## src/include/pipeAssert.svh

```systemverilog
`ifndef PIPE_ASSERT_SVH
`define PIPE_ASSERT_SVH

// plain invariant checked every clk once out of reset
`define pipeAssert(name, prop, msg) \
    name: assert property (@(posedge clk) disable iff (!rstN) (prop)) else $error(msg);

// same-cycle implication
`define pipeAssertImp(name, ante, cons, msg) \
    name: assert property (@(posedge clk) disable iff (!rstN) (ante) |-> (cons)) else $error(msg);

// consequence checked one cycle after the antecedent
`define pipeAssertNext(name, ante, cons, msg) \
    name: assert property (@(posedge clk) disable iff (!rstN) (ante) |=> (cons)) else $error(msg);

`endif

```

## src/rtl/pipeCtrlPkg.sv

```systemverilog
package pipeCtrlPkg;

    // instruction address as seen by fetch and every stage slot
    typedef logic [31:0] pcT;

    // first fetch address once rstN goes high
    localparam pcT resetPc = 32'h0000_1000;
    // trap handler entry loaded when W raises an exception
    localparam pcT excVector = 32'h0000_0100;
    // sequential fetch step of one word
    localparam pcT pcStep = 32'd4;

    // slots F2 through W carried by the stage chain
    localparam int numSlots = 7;
    localparam int slotF2 = 0;
    localparam int slotD = 1;
    localparam int slotI = 2;
    localparam int slotE = 3;
    localparam int slotM = 4;
    localparam int slotM2 = 5;
    localparam int slotW = 6;

    // which target the fetch sequencer should take
    typedef enum logic [1:0] {
        redirNone = 2'd0,
        redirExcp = 2'd1,
        redirBranch = 2'd2,
        redirMisalign = 2'd3
    } redirSelT;

    // per-cycle strobes from the hazard unit
    // M2 and W never stall and have no stall bits
    typedef struct packed {
        logic stallF;
        logic stallF2;
        logic stallD;
        logic stallI;
        logic stallE;
        logic stallM;
        logic flushF2;
        logic flushD;
        logic flushI;
        logic flushE;
        logic flushM;
        logic flushW;
        redirSelT redirSel;
    } stageCtrlT;

    // one stage's contents
    // valid low marks a bubble
    typedef struct packed {
        logic valid;
        pcT pc;
    } slotT;

    // slots the surrounding datapath looks at
    typedef struct packed {
        slotT d;
        slotT e;
        slotT w;
    } pipeViewT;

endpackage

```

## src/rtl/fetchSeq.sv

```systemverilog
`include "pipeAssert.svh"

module fetchSeq (
    input logic clk,
    input logic rstN,
    input pipeCtrlPkg::stageCtrlT ctrl,
    input pipeCtrlPkg::pcT branchTarget,
    input pipeCtrlPkg::pcT misalignTarget,
    output pipeCtrlPkg::pcT fetchPc
);

    // F register
    pipeCtrlPkg::pcT pcQ;
    // target parked while F is stalled
    pipeCtrlPkg::pcT heldPc;
    logic heldValid;
    // target picked by the hazard unit's select
    pipeCtrlPkg::pcT redirTarget;
    logic redirNow;

    assign redirNow = ctrl.redirSel != pipeCtrlPkg::redirNone;

    always_comb begin
        case (ctrl.redirSel)
            pipeCtrlPkg::redirExcp: redirTarget = pipeCtrlPkg::excVector;
            pipeCtrlPkg::redirBranch: redirTarget = branchTarget;
            pipeCtrlPkg::redirMisalign: redirTarget = misalignTarget;
            // unused without a redirect
            default: redirTarget = heldPc;
        endcase
    end

    // PC and held-valid
    always_ff @(posedge clk) begin
        if (!rstN) begin
            pcQ <= pipeCtrlPkg::resetPc;
            heldValid <= 1'b0;
        end else if (ctrl.stallF) begin
            // fetch busy so remember that a target is waiting
            if (redirNow) begin
                heldValid <= 1'b1;
            end
        end else begin
            // fresh redirect beats an older parked one
            if (redirNow) begin
                pcQ <= redirTarget;
            end else if (heldValid) begin
                pcQ <= heldPc;
            end else begin
                pcQ <= pcQ + pipeCtrlPkg::pcStep;
            end
            heldValid <= 1'b0;
        end
    end

    // latest target is meaningful only with heldValid
    always_ff @(posedge clk) begin
        if (redirNow) begin
            heldPc <= redirTarget;
        end
    end

    assign fetchPc = pcQ;

    `pipeAssert(aPcAligned, pcQ[1:0] == 2'b00, "fetch PC not word aligned")

endmodule

```

## src/rtl/hazardUnit.sv

```systemverilog
`include "pipeAssert.svh"

module hazardUnit (
    input logic clk,
    input logic rstN,
    // level waits from icache, dcache and a multicycle E unit
    input logic iWait,
    input logic dWait,
    input logic eWait,
    // redirect events
    input logic branchE,
    input logic branchMisalign,
    input logic excpW,
    output pipeCtrlPkg::stageCtrlT ctrl
);

    // redirects seen while a fetch was outstanding
    logic excpPend;
    logic branchPend;
    logic misalignPend;
    logic excpPendNext;
    logic branchPendNext;
    logic misalignPendNext;
    logic anyPend;

    assign anyPend = excpPend | branchPend | misalignPend;

    always_ff @(posedge clk) begin
        if (!rstN) begin
            excpPend <= 1'b0;
            branchPend <= 1'b0;
            misalignPend <= 1'b0;
        end else begin
            excpPend <= excpPendNext;
            branchPend <= branchPendNext;
            misalignPend <= misalignPendNext;
        end
    end

    always_comb begin
        ctrl = '0;
        ctrl.redirSel = pipeCtrlPkg::redirNone;
        excpPendNext = excpPend;
        branchPendNext = branchPend;
        misalignPendNext = misalignPend;

        if (excpW) begin
            // trap from W kills every slot including W
            ctrl.flushF2 = 1'b1;
            ctrl.flushD = 1'b1;
            ctrl.flushI = 1'b1;
            ctrl.flushE = 1'b1;
            ctrl.flushM = 1'b1;
            ctrl.flushW = 1'b1;
            ctrl.redirSel = pipeCtrlPkg::redirExcp;
            // fetch still busy so the PC cannot move yet
            if (iWait) begin
                ctrl.stallF = 1'b1;
                excpPendNext = 1'b1;
            end
        end else if (eWait) begin
            // freeze up to E
            ctrl.stallF = 1'b1;
            ctrl.stallF2 = 1'b1;
            ctrl.stallD = 1'b1;
            ctrl.stallI = 1'b1;
            ctrl.stallE = 1'b1;
            // M holds too if the dcache is busy and takes a bubble otherwise
            if (dWait) begin
                ctrl.stallM = 1'b1;
            end else begin
                ctrl.flushM = 1'b1;
            end
        end else if (dWait) begin
            ctrl.stallF = 1'b1;
            ctrl.stallF2 = 1'b1;
            ctrl.stallD = 1'b1;
            ctrl.stallI = 1'b1;
            ctrl.stallE = 1'b1;
            ctrl.stallM = 1'b1;
        end else if (iWait) begin
            // no instruction yet so F2 gets bubbles
            ctrl.stallF = 1'b1;
            ctrl.flushF2 = 1'b1;
            // older event wins since a branch at E squashes the misaligned D
            if (branchE) begin
                ctrl.flushD = 1'b1;
                ctrl.flushI = 1'b1;
                ctrl.flushE = 1'b1;
                ctrl.flushM = 1'b1;
                ctrl.redirSel = pipeCtrlPkg::redirBranch;
                branchPendNext = 1'b1;
            end else if (branchMisalign) begin
                ctrl.flushD = 1'b1;
                ctrl.redirSel = pipeCtrlPkg::redirMisalign;
                misalignPendNext = 1'b1;
            end
        end else if (branchE) begin
            // E and everything younger goes
            ctrl.flushF2 = 1'b1;
            ctrl.flushD = 1'b1;
            ctrl.flushI = 1'b1;
            ctrl.flushE = 1'b1;
            ctrl.flushM = 1'b1;
            ctrl.redirSel = pipeCtrlPkg::redirBranch;
        end else if (branchMisalign) begin
            // D survives and only F and F2 contents drop
            ctrl.flushF2 = 1'b1;
            ctrl.flushD = 1'b1;
            ctrl.redirSel = pipeCtrlPkg::redirMisalign;
        end

        // fetch done after a redirect leaves a stale word in F
        // wait for F to actually move so the flush lines up with the PC load
        if (!iWait && anyPend && !ctrl.stallF) begin
            ctrl.flushF2 = 1'b1;
            excpPendNext = 1'b0;
            branchPendNext = 1'b0;
            misalignPendNext = 1'b0;
        end
    end

    `pipeAssertImp(aExcpFlushAll, excpW,
        &{ctrl.flushF2, ctrl.flushD, ctrl.flushI, ctrl.flushE, ctrl.flushM, ctrl.flushW},
        "exception did not flush every slot")

    `pipeAssert(aStallFlushM, !(ctrl.stallM && ctrl.flushM),
        "M stalled and flushed in the same cycle")

    `pipeAssertImp(aQuietNoRedir, !(branchE || branchMisalign || excpW),
        ctrl.redirSel == pipeCtrlPkg::redirNone, "redirect without an event")

endmodule

```

## src/rtl/pipeCtrlTop.sv

```systemverilog
module pipeCtrlTop (
    input logic clk,
    input logic rstN,
    // back-pressure from the memories and E
    input logic iWait,
    input logic dWait,
    input logic eWait,
    // redirect events and their targets
    input logic branchE,
    input logic branchMisalign,
    input logic excpW,
    input pipeCtrlPkg::pcT branchTarget,
    input pipeCtrlPkg::pcT misalignTarget,
    // strobes for the datapath
    output pipeCtrlPkg::stageCtrlT ctrl,
    output pipeCtrlPkg::pipeViewT view,
    // instruction leaving W
    output logic retireValid,
    output pipeCtrlPkg::pcT retirePc
);

    // F register into F2
    pipeCtrlPkg::pcT fetchPc;

    // decides when to stall, flush and redirect
    hazardUnit uHazard (
        .clk(clk),
        .rstN(rstN),
        .iWait(iWait),
        .dWait(dWait),
        .eWait(eWait),
        .branchE(branchE),
        .branchMisalign(branchMisalign),
        .excpW(excpW),
        .ctrl(ctrl)
    );

    // decides where fetch goes
    fetchSeq uFetch (
        .clk(clk),
        .rstN(rstN),
        .ctrl(ctrl),
        .branchTarget(branchTarget),
        .misalignTarget(misalignTarget),
        .fetchPc(fetchPc)
    );

    // F2 through W
    stageChain uChain (
        .clk(clk),
        .rstN(rstN),
        .ctrl(ctrl),
        .fetchPc(fetchPc),
        .view(view),
        .retireValid(retireValid),
        .retirePc(retirePc)
    );

endmodule

```

## src/rtl/stageChain.sv

```systemverilog
`include "pipeAssert.svh"

module stageChain (
    input logic clk,
    input logic rstN,
    input pipeCtrlPkg::stageCtrlT ctrl,
    input pipeCtrlPkg::pcT fetchPc,
    output pipeCtrlPkg::pipeViewT view,
    output logic retireValid,
    output pipeCtrlPkg::pcT retirePc
);

    localparam int n = pipeCtrlPkg::numSlots;

    // index 0 is F2 and index n-1 is W
    logic [n-1:0] validQ;
    pipeCtrlPkg::pcT pcQ [n];
    pipeCtrlPkg::slotT slotNext [n];

    // per-slot control, same indexing
    logic [n-1:0] holdVec;
    logic [n-1:0] flushVec;
    // what the slot before each one does and offers
    logic [n-1:0] predHold;
    logic [n-1:0] predValid;
    pipeCtrlPkg::pcT predPc [n];

    // M2 and W never hold
    assign holdVec = {1'b0, 1'b0, ctrl.stallM, ctrl.stallE, ctrl.stallI,
                      ctrl.stallD, ctrl.stallF2};
    // M2 has no strobe of its own and goes down with W on a trap
    assign flushVec = {ctrl.flushW, ctrl.flushW, ctrl.flushM, ctrl.flushE,
                       ctrl.flushI, ctrl.flushD, ctrl.flushF2};

    // F always offers a live instruction
    assign predHold = {holdVec[n-2:0], ctrl.stallF};
    assign predValid = {validQ[n-2:0], 1'b1};

    always_comb begin
        predPc[0] = fetchPc;
        for (int i = 1; i < n; i++) begin
            predPc[i] = pcQ[i-1];
        end
    end

    always_comb begin
        for (int i = 0; i < n; i++) begin
            if (holdVec[i]) begin
                // hold
                slotNext[i].valid = validQ[i];
                slotNext[i].pc = pcQ[i];
            end else if (flushVec[i] || predHold[i]) begin
                // squash or bubble behind a held slot
                slotNext[i].valid = 1'b0;
                slotNext[i].pc = predPc[i];
            end else begin
                slotNext[i].valid = predValid[i];
                slotNext[i].pc = predPc[i];
            end
        end
    end

    always_ff @(posedge clk) begin
        if (!rstN) begin
            validQ <= '0;
        end else begin
            for (int i = 0; i < n; i++) begin
                validQ[i] <= slotNext[i].valid;
            end
        end
    end

    // pc payload
    always_ff @(posedge clk) begin
        for (int i = 0; i < n; i++) begin
            pcQ[i] <= slotNext[i].pc;
        end
    end

    assign view.d.valid = validQ[pipeCtrlPkg::slotD];
    assign view.d.pc = pcQ[pipeCtrlPkg::slotD];
    assign view.e.valid = validQ[pipeCtrlPkg::slotE];
    assign view.e.pc = pcQ[pipeCtrlPkg::slotE];
    assign view.w.valid = validQ[pipeCtrlPkg::slotW];
    assign view.w.pc = pcQ[pipeCtrlPkg::slotW];

    // faulting W instruction is dropped since flushW only comes with a trap
    assign retireValid = validQ[pipeCtrlPkg::slotW] & ~ctrl.flushW;
    assign retirePc = pcQ[pipeCtrlPkg::slotW];

    // held instruction must not also appear one slot further on
    for (genvar g = 0; g < n - 1; g++) begin : gHeldCheck
        `pipeAssertNext(aHeldNoDup, holdVec[g] && !holdVec[g+1] && validQ[g],
            !(validQ[g+1] && pcQ[g+1] == $past(pcQ[g])),
            "held slot duplicated into its successor")
    end

endmodule

```

## config.mk

```make
export PLATFORM = sky130hd
export DESIGN_NAME = pipeCtrlTop
export DESIGN_NICKNAME = d
export VERILOG_FILES = /design/src/rtl/pipeCtrlPkg.sv /design/src/rtl/fetchSeq.sv /design/src/rtl/hazardUnit.sv /design/src/rtl/pipeCtrlTop.sv /design/src/rtl/stageChain.sv
export VERILOG_INCLUDE_DIRS = /design/src /design/src/include
export SDC_FILE = /design/constraint.sdc
export NUM_CORES = 1
export LEC_CHECK = 0
export BUFFER_PORTS_ARGS = -buffer_cell sky130_fd_sc_hd__buf_2
export CAP_MARGIN = 10
export CORE_ASPECT_RATIO = 1.25
export CORE_MARGIN = 10
export CORE_UTILIZATION = 40
export DETAILED_ROUTE_END_ITERATION = 12
export PLACE_DENSITY = 0.66
export SETUP_SLACK_MARGIN = 0.4
export SLEW_MARGIN = 20
export SYNTH_ARGS = -nofsm -noshare
export SYNTH_HDL_FRONTEND = slang
export SYNTH_SLANG_ARGS = --single-unit
```

## constraint.sdc

```tcl
create_clock -name clk -period 7.9 [get_ports clk]
set_input_delay 0.79 -clock clk [delete_from_list [all_inputs] [get_ports clk]]
set_output_delay 0.79 -clock clk [all_outputs]
set_load 0.01 [all_outputs]
```

==> flow_summary_export.csv, run 1 <==
group,metric,value,unit
placement,hpwl,15800,um
power_and_ir_drop,comb_power_share,7.0,%
power_and_ir_drop,leakage,5.11,nW
clocking,clkTransAtPathRegs,0.06,ns
detailed_routing,drtIter0Drc,498,
power_and_ir_drop,total_power,3.45,mW
clocking,cts_hold_buf,0,
timing,tightestPinTransition,1.03,ns
global_routing,grt_usage,12.8,%
clocking,clock-sinks,299,
power_and_ir_drop,vdd_drop_max,0.000135,V
detailed_routing,routedWlPerCell,17.4,um
critical_path,crit_fanout,31,
clocking,htree_num_levels,1,
power_and_ir_drop,clock_power_share,39.0,%
final_layout,drive_above_1_share,30.4,%
global_routing,grt_pass1_wl,35400,um
clocking,ctsResizeCount,0,
synthesis,yosysTopAreaCell,"edfxtp_1",
power_and_ir_drop,netSwitchingPower,0.746,mW
timing,finalSetupViolCount,0,
timing,fin_crit,3.06,ns
die,die_area,33500,sq um
final_layout,fillCellCount,2348,
timing,fmax,0.326,GHz
critical_path,path_cells,"buf_2, o21bai_4, inv_2, nor2_1, buf_4, inv_2, buf_2",
global_routing,grt_max_degree,85,
timing,fin_tns_setup,0,ns
synthesis,ys_top_cells_by_count,"edfxtp_1 (192), dfxtp_1 (107), nand2_1 (60)",
detailed_routing,routed_wl,22600,um
critical_path,cp.required,7.11,ns
clocking,clk_path_buf_depth,3,
final_layout,fin_nets,1005,
critical_path,critPathLaunchType,"input port",
die,pin_count,218,
final_layout,fin_cells,1294,
synthesis,yosys.area.top_type_share,54.3,%
synthesis,synth.net_count,823,
power_and_ir_drop,power_frac_seq,54.1,%
hold_path,hold_class,"reg -> reg",
synthesis,avgSynthCellArea,14.2,sq um
placement,io_buffer_count,217,
timing,drv_slew,0,
synthesis,ys_seq_elements,299,
power_and_ir_drop,sw_frac_of_total,21.6,%
detailed_routing,routed_via_density,5.07,
synthesis,syn-cell-area,10600,sq um
timing,skew,0.0128,ns
timing,setup_slack,4.84,ns
final_layout,final_core_util,48.8,%
die,die_height,202,um
synthesis,ys_types,65,
critical_path,cp-end-kind,"output pin",
synthesis,yosys-top-cells-area,"edfxtp_1 (54%), dfxtp_1 (20%), buf_4 (2.9%)",
clocking,cts_tree,"built",
final_layout,area_delta_synth_final,19.9,%
detailed_routing,num_vias,6561,
critical_path,cp.arrival,2.27,ns
detailed_routing,postRouteAntennaNets,0,
timing,maxSlewHeadroom,31.5,%
hold_path,hold-path-cell-count,0,
global_routing,grt.overflow.total,0,
synthesis,postSynth.asyncResetShare,0,%
timing,hold_viol_final,0,
synthesis,netlist_instances,750,
die,fp.dieW,166,um
global_routing,grt_pass1_vias,6364,
clocking,postCtsSetupBuffers,0,
detailed_routing,first_pass_iters,5,
global_routing,antenna_found_initial,0,
clocking,clk_latency,0.53,ns
clocking,cts-root-buf,"clkbuf_16",
timing,fin_crit_sh,38.8,%
die,initial_core_util,40.7,%
clocking,cts_buffers,28,
detailed_routing,drcViolationCount,0,
placement,place_inst,1242,
synthesis,synth_edf_count,192,
critical_path,crit_type,"in -> out",
synthesis,synth_warnings,0,
final_layout,antenna_cells,0,
critical_path,slowest_stage,"buf_4",
synthesis,yosysMostFrequentCell,"edfxtp_1",
timing,rsz0062_at_grt,"false",
run_status,status,"complete, no violations",
placement,dp_slack,4.47,ns
synthesis,seq_area_frac_synth,74.5,%
synthesis,synthFlopType,"edfxtp_1",
die,coreArea,26100,sq um
power_and_ir_drop,power_density,271,nW/um^2
critical_path,max_stage_delay,0.32,ns
flow_run,maxCapViolCount,0,
power_and_ir_drop,intPower,2.70,mW
critical_path,rr_worst_depth,6,
die,fp-row-count,66,
placement,place_congestion,0.836,
## state kept, by name, indices dropped and copies added, names as in the netlist
signal	flops
uChain.validQ	7
uFetch.fetchPc	32
uFetch.heldValid	1
uChain.pcQ	224
uHazard.branchPend	1
uHazard.misalignPend	1
uFetch.heldPc	32
uHazard.excpPend	1
## routing by layer
layer	wire, um	vias to the layer above	track usage [%]	part of all wire (%)
met5	0	-	0	0
met4	638	0	4.75	2.8
met3	1710	46	3.11	7.6
met2	10300	268	20.0	46
met1	9920	3085	16.8	44
li1	-	3162	-	-
## cell usage in the layout (no fill, tap or decap), drive strengths merged, types with 11 or more instances in the layout
| cell | netlist | final |
|---|---|---|
| a21oi | 34 | 34 |
| a222oi | 12 | 12 |
| a22oi | 14 | 14 |
| a31oi | 14 | 14 |
| and3 | 11 | 11 |
| buf | 50 | 227 |
| clkbuf | 25 | 48 |
| dfxtp | 107 | 107 |
| edfxtp | 192 | 192 |
| inv | 31 | 33 |
| nand2 | 60 | 60 |
| nand3 | 19 | 19 |
| nor2 | 24 | 24 |
| o21ai | 40 | 40 |
## stage by stage
| step | hold slack, ns | area [sq um] |
|---|---|---|
| floorplan | 0.310 | 10600 |
| global placement | 0.310 | 11800 |
| detailed placement | 0.312 | 11800 |
| finish | 0.324 | 12700 |
| CTS | 0.326 | 12700 |
| global route | 0.327 | 12700 |
## cell families after synthesis
group	after synthesis	share of synthesized area, %
flops	299	74.5
compound gates	182	12.2
simple gates	161	7.72
buf+inv	106	5.42
mux	1	0.106
fa+ha+maj	1	0.118
## path summary, 6_finish.rpt
path | from | end | slack (ns)
max | excpW | ctrl[13] | 4.84
min | uChain.pcQ[5][21] | uChain.pcQ[6][21] | 0.32
max reg2reg | uFetch.fetchPc[3] | uFetch.fetchPc[22] | 5.38
min reg2reg | uChain.pcQ[5][21] | uChain.pcQ[6][21] | 0.32
## critical path, delay by kind of cell
| kind | cells | cell delay, ns |
|---|---|---|
| compound gates | 1 | 0.19 |
| simple gates | 1 | 0.09 |
| buf+inv | 5 | 1.19 |
## power groups by stage
stage | Clock (mW) | Combinational [mW] | Sequential (mW)
2_1_floorplan | 0 | 0.124 | 1.91
3_3_place_gp | 0 | 0.243 | 1.89
3_5_place_dp | 0 | 0.246 | 1.90
4_1_cts | 1.39 | 0.247 | 1.87
5_1_grt | 1.45 | 0.266 | 1.88
6_report | 1.34 | 0.241 | 1.87
## cell type report
type / count / area [sq um] / share of cell area [%]
inverter: 31 / 116 / 0.914
tap: 340 / 425 / 3.34
multi-input combinational: 345 / 2160 / 17.0
sequential: 299 / 7910 / 62.1
timing repair buffer: 227 / 1160 / 9.12
clock buffer: 48 / 933 / 7.33
clock inverter: 4 / 27.5 / 0.216
No activity file was read; power rests on OpenSTA's default activity.
==> run 2, diff against run 1 <==
ABC_AREA = 1   (was default)
PLACE_DENSITY = 0.68   (was 0.66)
clock period = 2.7 ns   (was 7.9 ns; I/O delays follow)
==> flow_summary_export.csv, run 2 <==
group,metric,value,unit
timing,drv_slew,0,
synthesis,syn-cell-area,10900,sq um
timing,finalSetupViolCount,0,
power_and_ir_drop,power_density,799,nW/um^2
detailed_routing,routed_wl,23200,um
detailed_routing,drcViolationCount,0,
synthesis,muxShareOfSynthArea,0,%
die,initial_core_util,40.6,%
clocking,cts-root-buf,"clkbuf_16",
final_layout,fillCellCount,2462,
final_layout,area_delta_synth_final,20.3,%
critical_path,critPathLaunchType,"flip-flop",
critical_path,crit_type,"reg -> reg",
final_layout,antenna_cells,0,
clocking,cts_tree,"built",
critical_path,r2r_slack,0.76,ns
die,fp.dieW,168,um
placement,hpwl,16900,um
flow_run,maxCapViolCount,0,
global_routing,grt_usage,12.9,%
critical_path,cp.required,3.13,ns
global_routing,grt_pass1_wl,36800,um
timing,hold_viol_final,0,
clocking,htree_num_levels,1,
placement,io_buffer_count,217,
timing,fin_crit_sh,71.9,%
final_layout,fin_nets,1192,
clocking,clkTransAtPathRegs,0.06,ns
critical_path,cp.arrival,2.37,ns
die,coreArea,26800,sq um
final_layout,fin_area,13100,sq um
hold_path,hold_class,"in -> reg",
die,fp-row-count,67,
detailed_routing,drtIter0Drc,529,
critical_path,crit_fanout,6,
die,pin_count,218,
detailed_routing,first_pass_iters,7,
critical_path,rr_startpoint,"uFetch.fetchPc[4]",
final_layout,max_flop_register,"uChain.pcQ",
final_layout,layout_common_cells,"nand2_1 (231), buf_2 (217), edfxtp_1 (192)",
power_and_ir_drop,vdd_drop_max,0.000384,V
timing,fin_crit,1.94,ns
global_routing,antenna_found_initial,0,
timing,fin_tns_setup,0,ns
clocking,clk_path_buf_depth,3,
clocking,postCtsSetupBuffers,0,
synthesis,synth_compound_area_share,6.67,%
timing,fmax,0.515,GHz
detailed_routing,num_vias,6979,
run_status,status,"complete, no violations",
power_and_ir_drop,leakage,5.45,nW
final_layout,drive_above_1_share,25.9,%
placement,dpl_cell_area,12100,sq um
hold_path,worstHoldEndpoint,"uChain.validQ[5]",
synthesis,synth_simple_gate_area_share,13.8,%
synthesis,synth_xor_area_share,0.804,%
global_routing,grt_pass1_vias,7001,
synthesis,seq_area_frac_synth,72.6,%
timing,skew,0.0123,ns
synthesis,yosys.area.top_type_share,52.9,%
timing,timing.hold.ws,0.0461,ns
critical_path,r2r-end,"uFetch.fetchPc[13]",
synthesis,synth_top_family_by_area,"simple AND/OR/NAND/NOR gates",
synthesis,ys_top_cells_by_count,"nand2_1 (231), edfxtp_1 (192), dfxtp_1 (107)",
clocking,ctsResizeCount,0,
die,die_area,34300,sq um
clocking,cts_buffers,29,
synthesis,postSynth.asyncResetShare,0,%
synthesis,synth_warnings,0,
synthesis,yosysMostFrequentCell,"nand2_1",
synthesis,yosysTopAreaCell,"edfxtp_1",
final_layout,layout_commonest_cell,"nand2_1",
critical_path,cp-end-kind,"flip-flop",
synthesis,ys_seq_elements,299,
synthesis,ys_types,30,
die,die_height,205,um
detailed_routing,postRouteAntennaNets,0,
detailed_routing,routedWlPerCell,15.6,um
timing,tightestPinTransition,0.861,ns
hold_path,worstHoldStart,"dWait",
synthesis,synthFlopType,"edfxtp_1",
synthesis,yosys.area_share.adder,0.115,%
hold_path,hold-path-cell-count,4,
synthesis,synth_edf_count,192,
synthesis,synth.net_count,1001,
synthesis,yosys-top-cells-area,"edfxtp_1 (53%), dfxtp_1 (20%), nand2_1 (8.0%)",
detailed_routing,routed_via_density,4.70,
synthesis,netlist_instances,928,
clocking,clock-sinks,299,
placement,place_congestion,0.916,
timing,rsz0062_at_grt,"false",
power_and_ir_drop,total_power,10.5,mW
clocking,cts_hold_buf,0,
global_routing,grt_max_degree,114,
clocking,clk_latency,0.53,ns
critical_path,rr_worst_depth,9,
final_layout,largest_reg_flops,224,
timing,maxSlewHeadroom,42.4,%
global_routing,grt.overflow.total,0,
synthesis,avgSynthCellArea,11.7,sq um
final_layout,final_core_util,48.9,%
run 2: cell count changes after synthesis, moves of 12 or more:
cell	before	now
nand3_1	19	38
clkbuf_1	25	9
inv_1	29	57
a222oi_1	12	0
nand2_1	60	231
o211ai_1	7	22
a31oi_1	14	2
nor2_1	23	82
run 2: worst max-delay path: stages (launching register included):
cell and delay [ns]:
dfxtp_1 0.50, nand2_1 0.10, nor2_1 0.33, nand2_1 0.17, nor2_1 0.35, nand2_1 0.09
nand3_1 0.10, nand3_1 0.08, nand2_1 0.07, nand2_1 0.04
run 2: how the worst max path moves through the flow:
stage	start	end
finish	uFetch.fetchPc[4]	uFetch.fetchPc[13]
global route	uFetch.fetchPc[4]	uFetch.fetchPc[13]
CTS	uFetch.fetchPc[4]	uFetch.fetchPc[13]
detailed placement	dWait	uFetch.fetchPc[11]
global placement	branchMisalign	uFetch.fetchPc[9]
floorplan	excpW	uChain.pcQ[0][0]
run 2: layout make-up:
cell class,instances,area [sq um],area share [%]
clock inverters,16,156,1.19
multi-input cells,505,2330,17.8
clock buffers,37,892,6.81
inverters,61,233,1.78
flip-flops and latches,299,7910,60.3
repair buffers,223,1160,8.82
well taps,345,432,3.29
run 2: cells by family (layout without fill, tap and decap cells):
kind of cell	after synthesis	count (layout)
xor gates and xnor gates	10	10
DFF	299	299
adders and majority gates	1	1
AOI/OAI and AO/OA	125	125
buffers and inverters	124	337
and+or+nand+nor	369	369
run 2: routing by layer:
| layer | part of all wire, % | global-route usage, % | wire [um] |
|---|---|---|---|
| met4 | 2.3 | 4.17 | 530 |
| met1 | 42 | 15.9 | 9770 |
| met3 | 7.1 | 2.97 | 1660 |
| met2 | 48 | 21.9 | 11200 |
| met5 | 0 | 0 | 0 |
run 2: report_power, final:
part | total [mW] | internal (mW) | switching (mW)
Combinational | 0.706 | 0.255 | 0.451
Sequential | 5.49 | 5.32 | 0.167
Clock | 4.27 | 2.55 | 1.72
run 2: through the flow:
| step | instances | worst slack, ns |
|---|---|---|
| CTS | 1486 | 0.756 |
| detailed placement | 1433 | 0.636 |
| global route | 1486 | 0.536 |
| global placement | 1433 | 0.702 |
| floorplan | 928 | -0.272 |
| finish | 1486 | 0.760 |
==> run 3, diff against run 2 <==
clock period = 1.66 ns   (was 2.7 ns; I/O delays follow)
==> flow_summary_export.csv, run 3 (synthesized netlist as in run 2, its figures left out) <==
group,metric,value,unit
run_status,status,"complete, no violations",
final_layout,largest_reg_flops,224,
critical_path,critPathBufInv,1,
final_layout,fin_nets,1333,
power_and_ir_drop,clock_power_share,40.1,%
timing,hold_viol_final,0,
global_routing,antenna_found_initial,1,
clocking,htree_num_levels,1,
clocking,cts-root-buf,"clkbuf_16",
power_and_ir_drop,leakage,6.35,nW
final_layout,layout_commonest_cell,"buf_2",
global_routing,grt_usage,14.2,%
clocking,clk_path_buf_depth,3,
timing,fin_crit_sh,93.1,%
final_layout,area_delta_synth_final,39.5,%
die,fp.dieW,168,um
timing,fmax,0.647,GHz
global_routing,grt_pass1_wl,40300,um
critical_path,max_stage_delay,0.34,ns
power_and_ir_drop,intPower,13.5,mW
clocking,cts_hold_buf,63,
final_layout,fin_cells,1630,
power_and_ir_drop,total_power,17.5,mW
detailed_routing,routedWlPerCell,16.0,um
hold_path,hold_class,"in -> reg",
critical_path,cp.required,1.49,ns
placement,place_congestion,0.850,
critical_path,path_cells,"o31ai_4, nand2_1, buf_2",
power_and_ir_drop,power_frac_seq,51.0,%
power_and_ir_drop,netSwitchingPower,3.97,mW
timing,finalSetupViolCount,0,
flow_run,maxCapViolCount,0,
timing,tightestPinTransition,0.383,ns
placement,io_buffer_count,217,
final_layout,final_core_util,56.7,%
detailed_routing,drcViolationCount,0,
global_routing,grt_pass1_vias,7777,
die,die_height,205,um
die,die_area,34300,sq um
timing,drv_slew,0,
detailed_routing,postRouteAntennaNets,0,
power_and_ir_drop,power_density,1150,nW/um^2
timing,skew,0.00739,ns
global_routing,grt_max_degree,54,
critical_path,crit_type,"reg -> out",
clocking,cts_tree,"built",
critical_path,cpLargestDelayFamily,"flip-flops",
final_layout,max_flop_register,"uChain.pcQ",
power_and_ir_drop,vdd_drop_max,0.000587,V
final_layout,layout_common_cells,"buf_2 (204), nand2_1 (198), edfxtp_1 (192)",
placement,dp_slack,-0.0349,ns
detailed_routing,drtIter0Drc,489,
clocking,clk_latency,0.54,ns
critical_path,cp-end-kind,"output pin",
die,coreArea,26800,sq um
clocking,clock-sinks,299,
detailed_routing,first_pass_iters,5,
die,initial_core_util,40.6,%
placement,place_inst,1453,
die,fp-row-count,67,
detailed_routing,routed_via_density,4.74,
critical_path,slowest_stage,"dfxtp_2",
final_layout,drive_above_1_share,40.0,%
power_and_ir_drop,sw_frac_of_total,22.7,%
timing,rsz0062_at_grt,"true",
die,pin_count,218,
final_layout,fillCellCount,2204,
critical_path,cp.arrival,1.38,ns
detailed_routing,num_vias,7721,
timing,fin_crit,1.55,ns
timing,maxSlewHeadroom,74.5,%
placement,hpwl,17200,um
clocking,clkTransAtPathRegs,0.06,ns
timing,setup_slack,0.115,ns
critical_path,crit_fanout,2,
global_routing,grt.overflow.total,0,
power_and_ir_drop,comb_power_share,8.9,%
critical_path,critPathLaunchType,"flip-flop",
detailed_routing,routed_wl,26100,um
clocking,cts_buffers,30,
run 3: layer usage:
layer	track usage, %	routed length [um]
met2	24.3	13100
met1	16.3	10200
met4	6.16	816
met3	3.83	1920
met5	0	0
run 3: power by group through the flow:
stage	combinational, mW	clock, mW	sequential, mW
after CTS	1.48	7.21	8.92
after detailed placement	1.24	0	9.09
after global routing	1.70	7.50	9.00
after global placement	1.23	0	9.05
after floorplan	0.605	0	9.14
final	1.56	7.01	8.92
run 3: timing repair:
action | in CTS | in global routing
endpoints found under the setup margin | 98 | 99
gates resized for setup | 144 | 75
endpoints found under the hold margin | 46 | 1
buffers inserted | 34 | 20
pin swaps | 46 | 46
gates cloned | 2 | 1
run 3: path summary, 6_finish.rpt:
path	slack, ns	endpoint	from	depth (start not counted)
worst min register to register	0.32	uChain.pcQ[6][13]	uChain.pcQ[5][13]	0
worst min-delay path	0.005	uChain.validQ[0]	iWait	4
worst max-delay path	0.11	ctrl[7]	uHazard.branchPend	3
worst max register to register	0.20	uFetch.fetchPc[14]	uFetch.fetchPc[3]	9
run 3: stage by stage:
| stage | hold WS, ns | instance area [sq um] | setup TNS (ns) |
|---|---|---|---|
| 5_1_grt | -0.00381 | 15200 | 0 |
| 3_5_place_dp | 0.312 | 12300 | -0.0765 |
| 3_3_place_gp | 0.310 | 12300 | 0 |
| 4_1_cts | -0.0235 | 14700 | 0 |
| 6_report | 0.00477 | 15200 | 0 |
| 2_1_floorplan | 0.310 | 11000 | -154.54 |
run 3: worst reg2reg max path, stage by stage, from the launching register on:
cell,delay [ns]
dfxtp_4,0.38
ha_4,0.17
inv_4,0.04
nor2_4,0.18
nand3_4,0.15
xnor2_2,0.16
nand2_1,0.09
nand2_1,0.07
nand2_1,0.07
nand2_1,0.05
run 3: layout make-up:
cell class	instances	area, sq um	area share [%]
diodes	1	2.50	0.0165
well taps	345	432	2.84
multi-input cells	505	2870	18.9
clock inverters	14	129	0.848
repair buffers	362	2570	16.9
inverters	61	250	1.65
clock buffers	42	942	6.20
repair inverters	1	6.26	0.0412
flip-flops and latches	299	8000	52.6
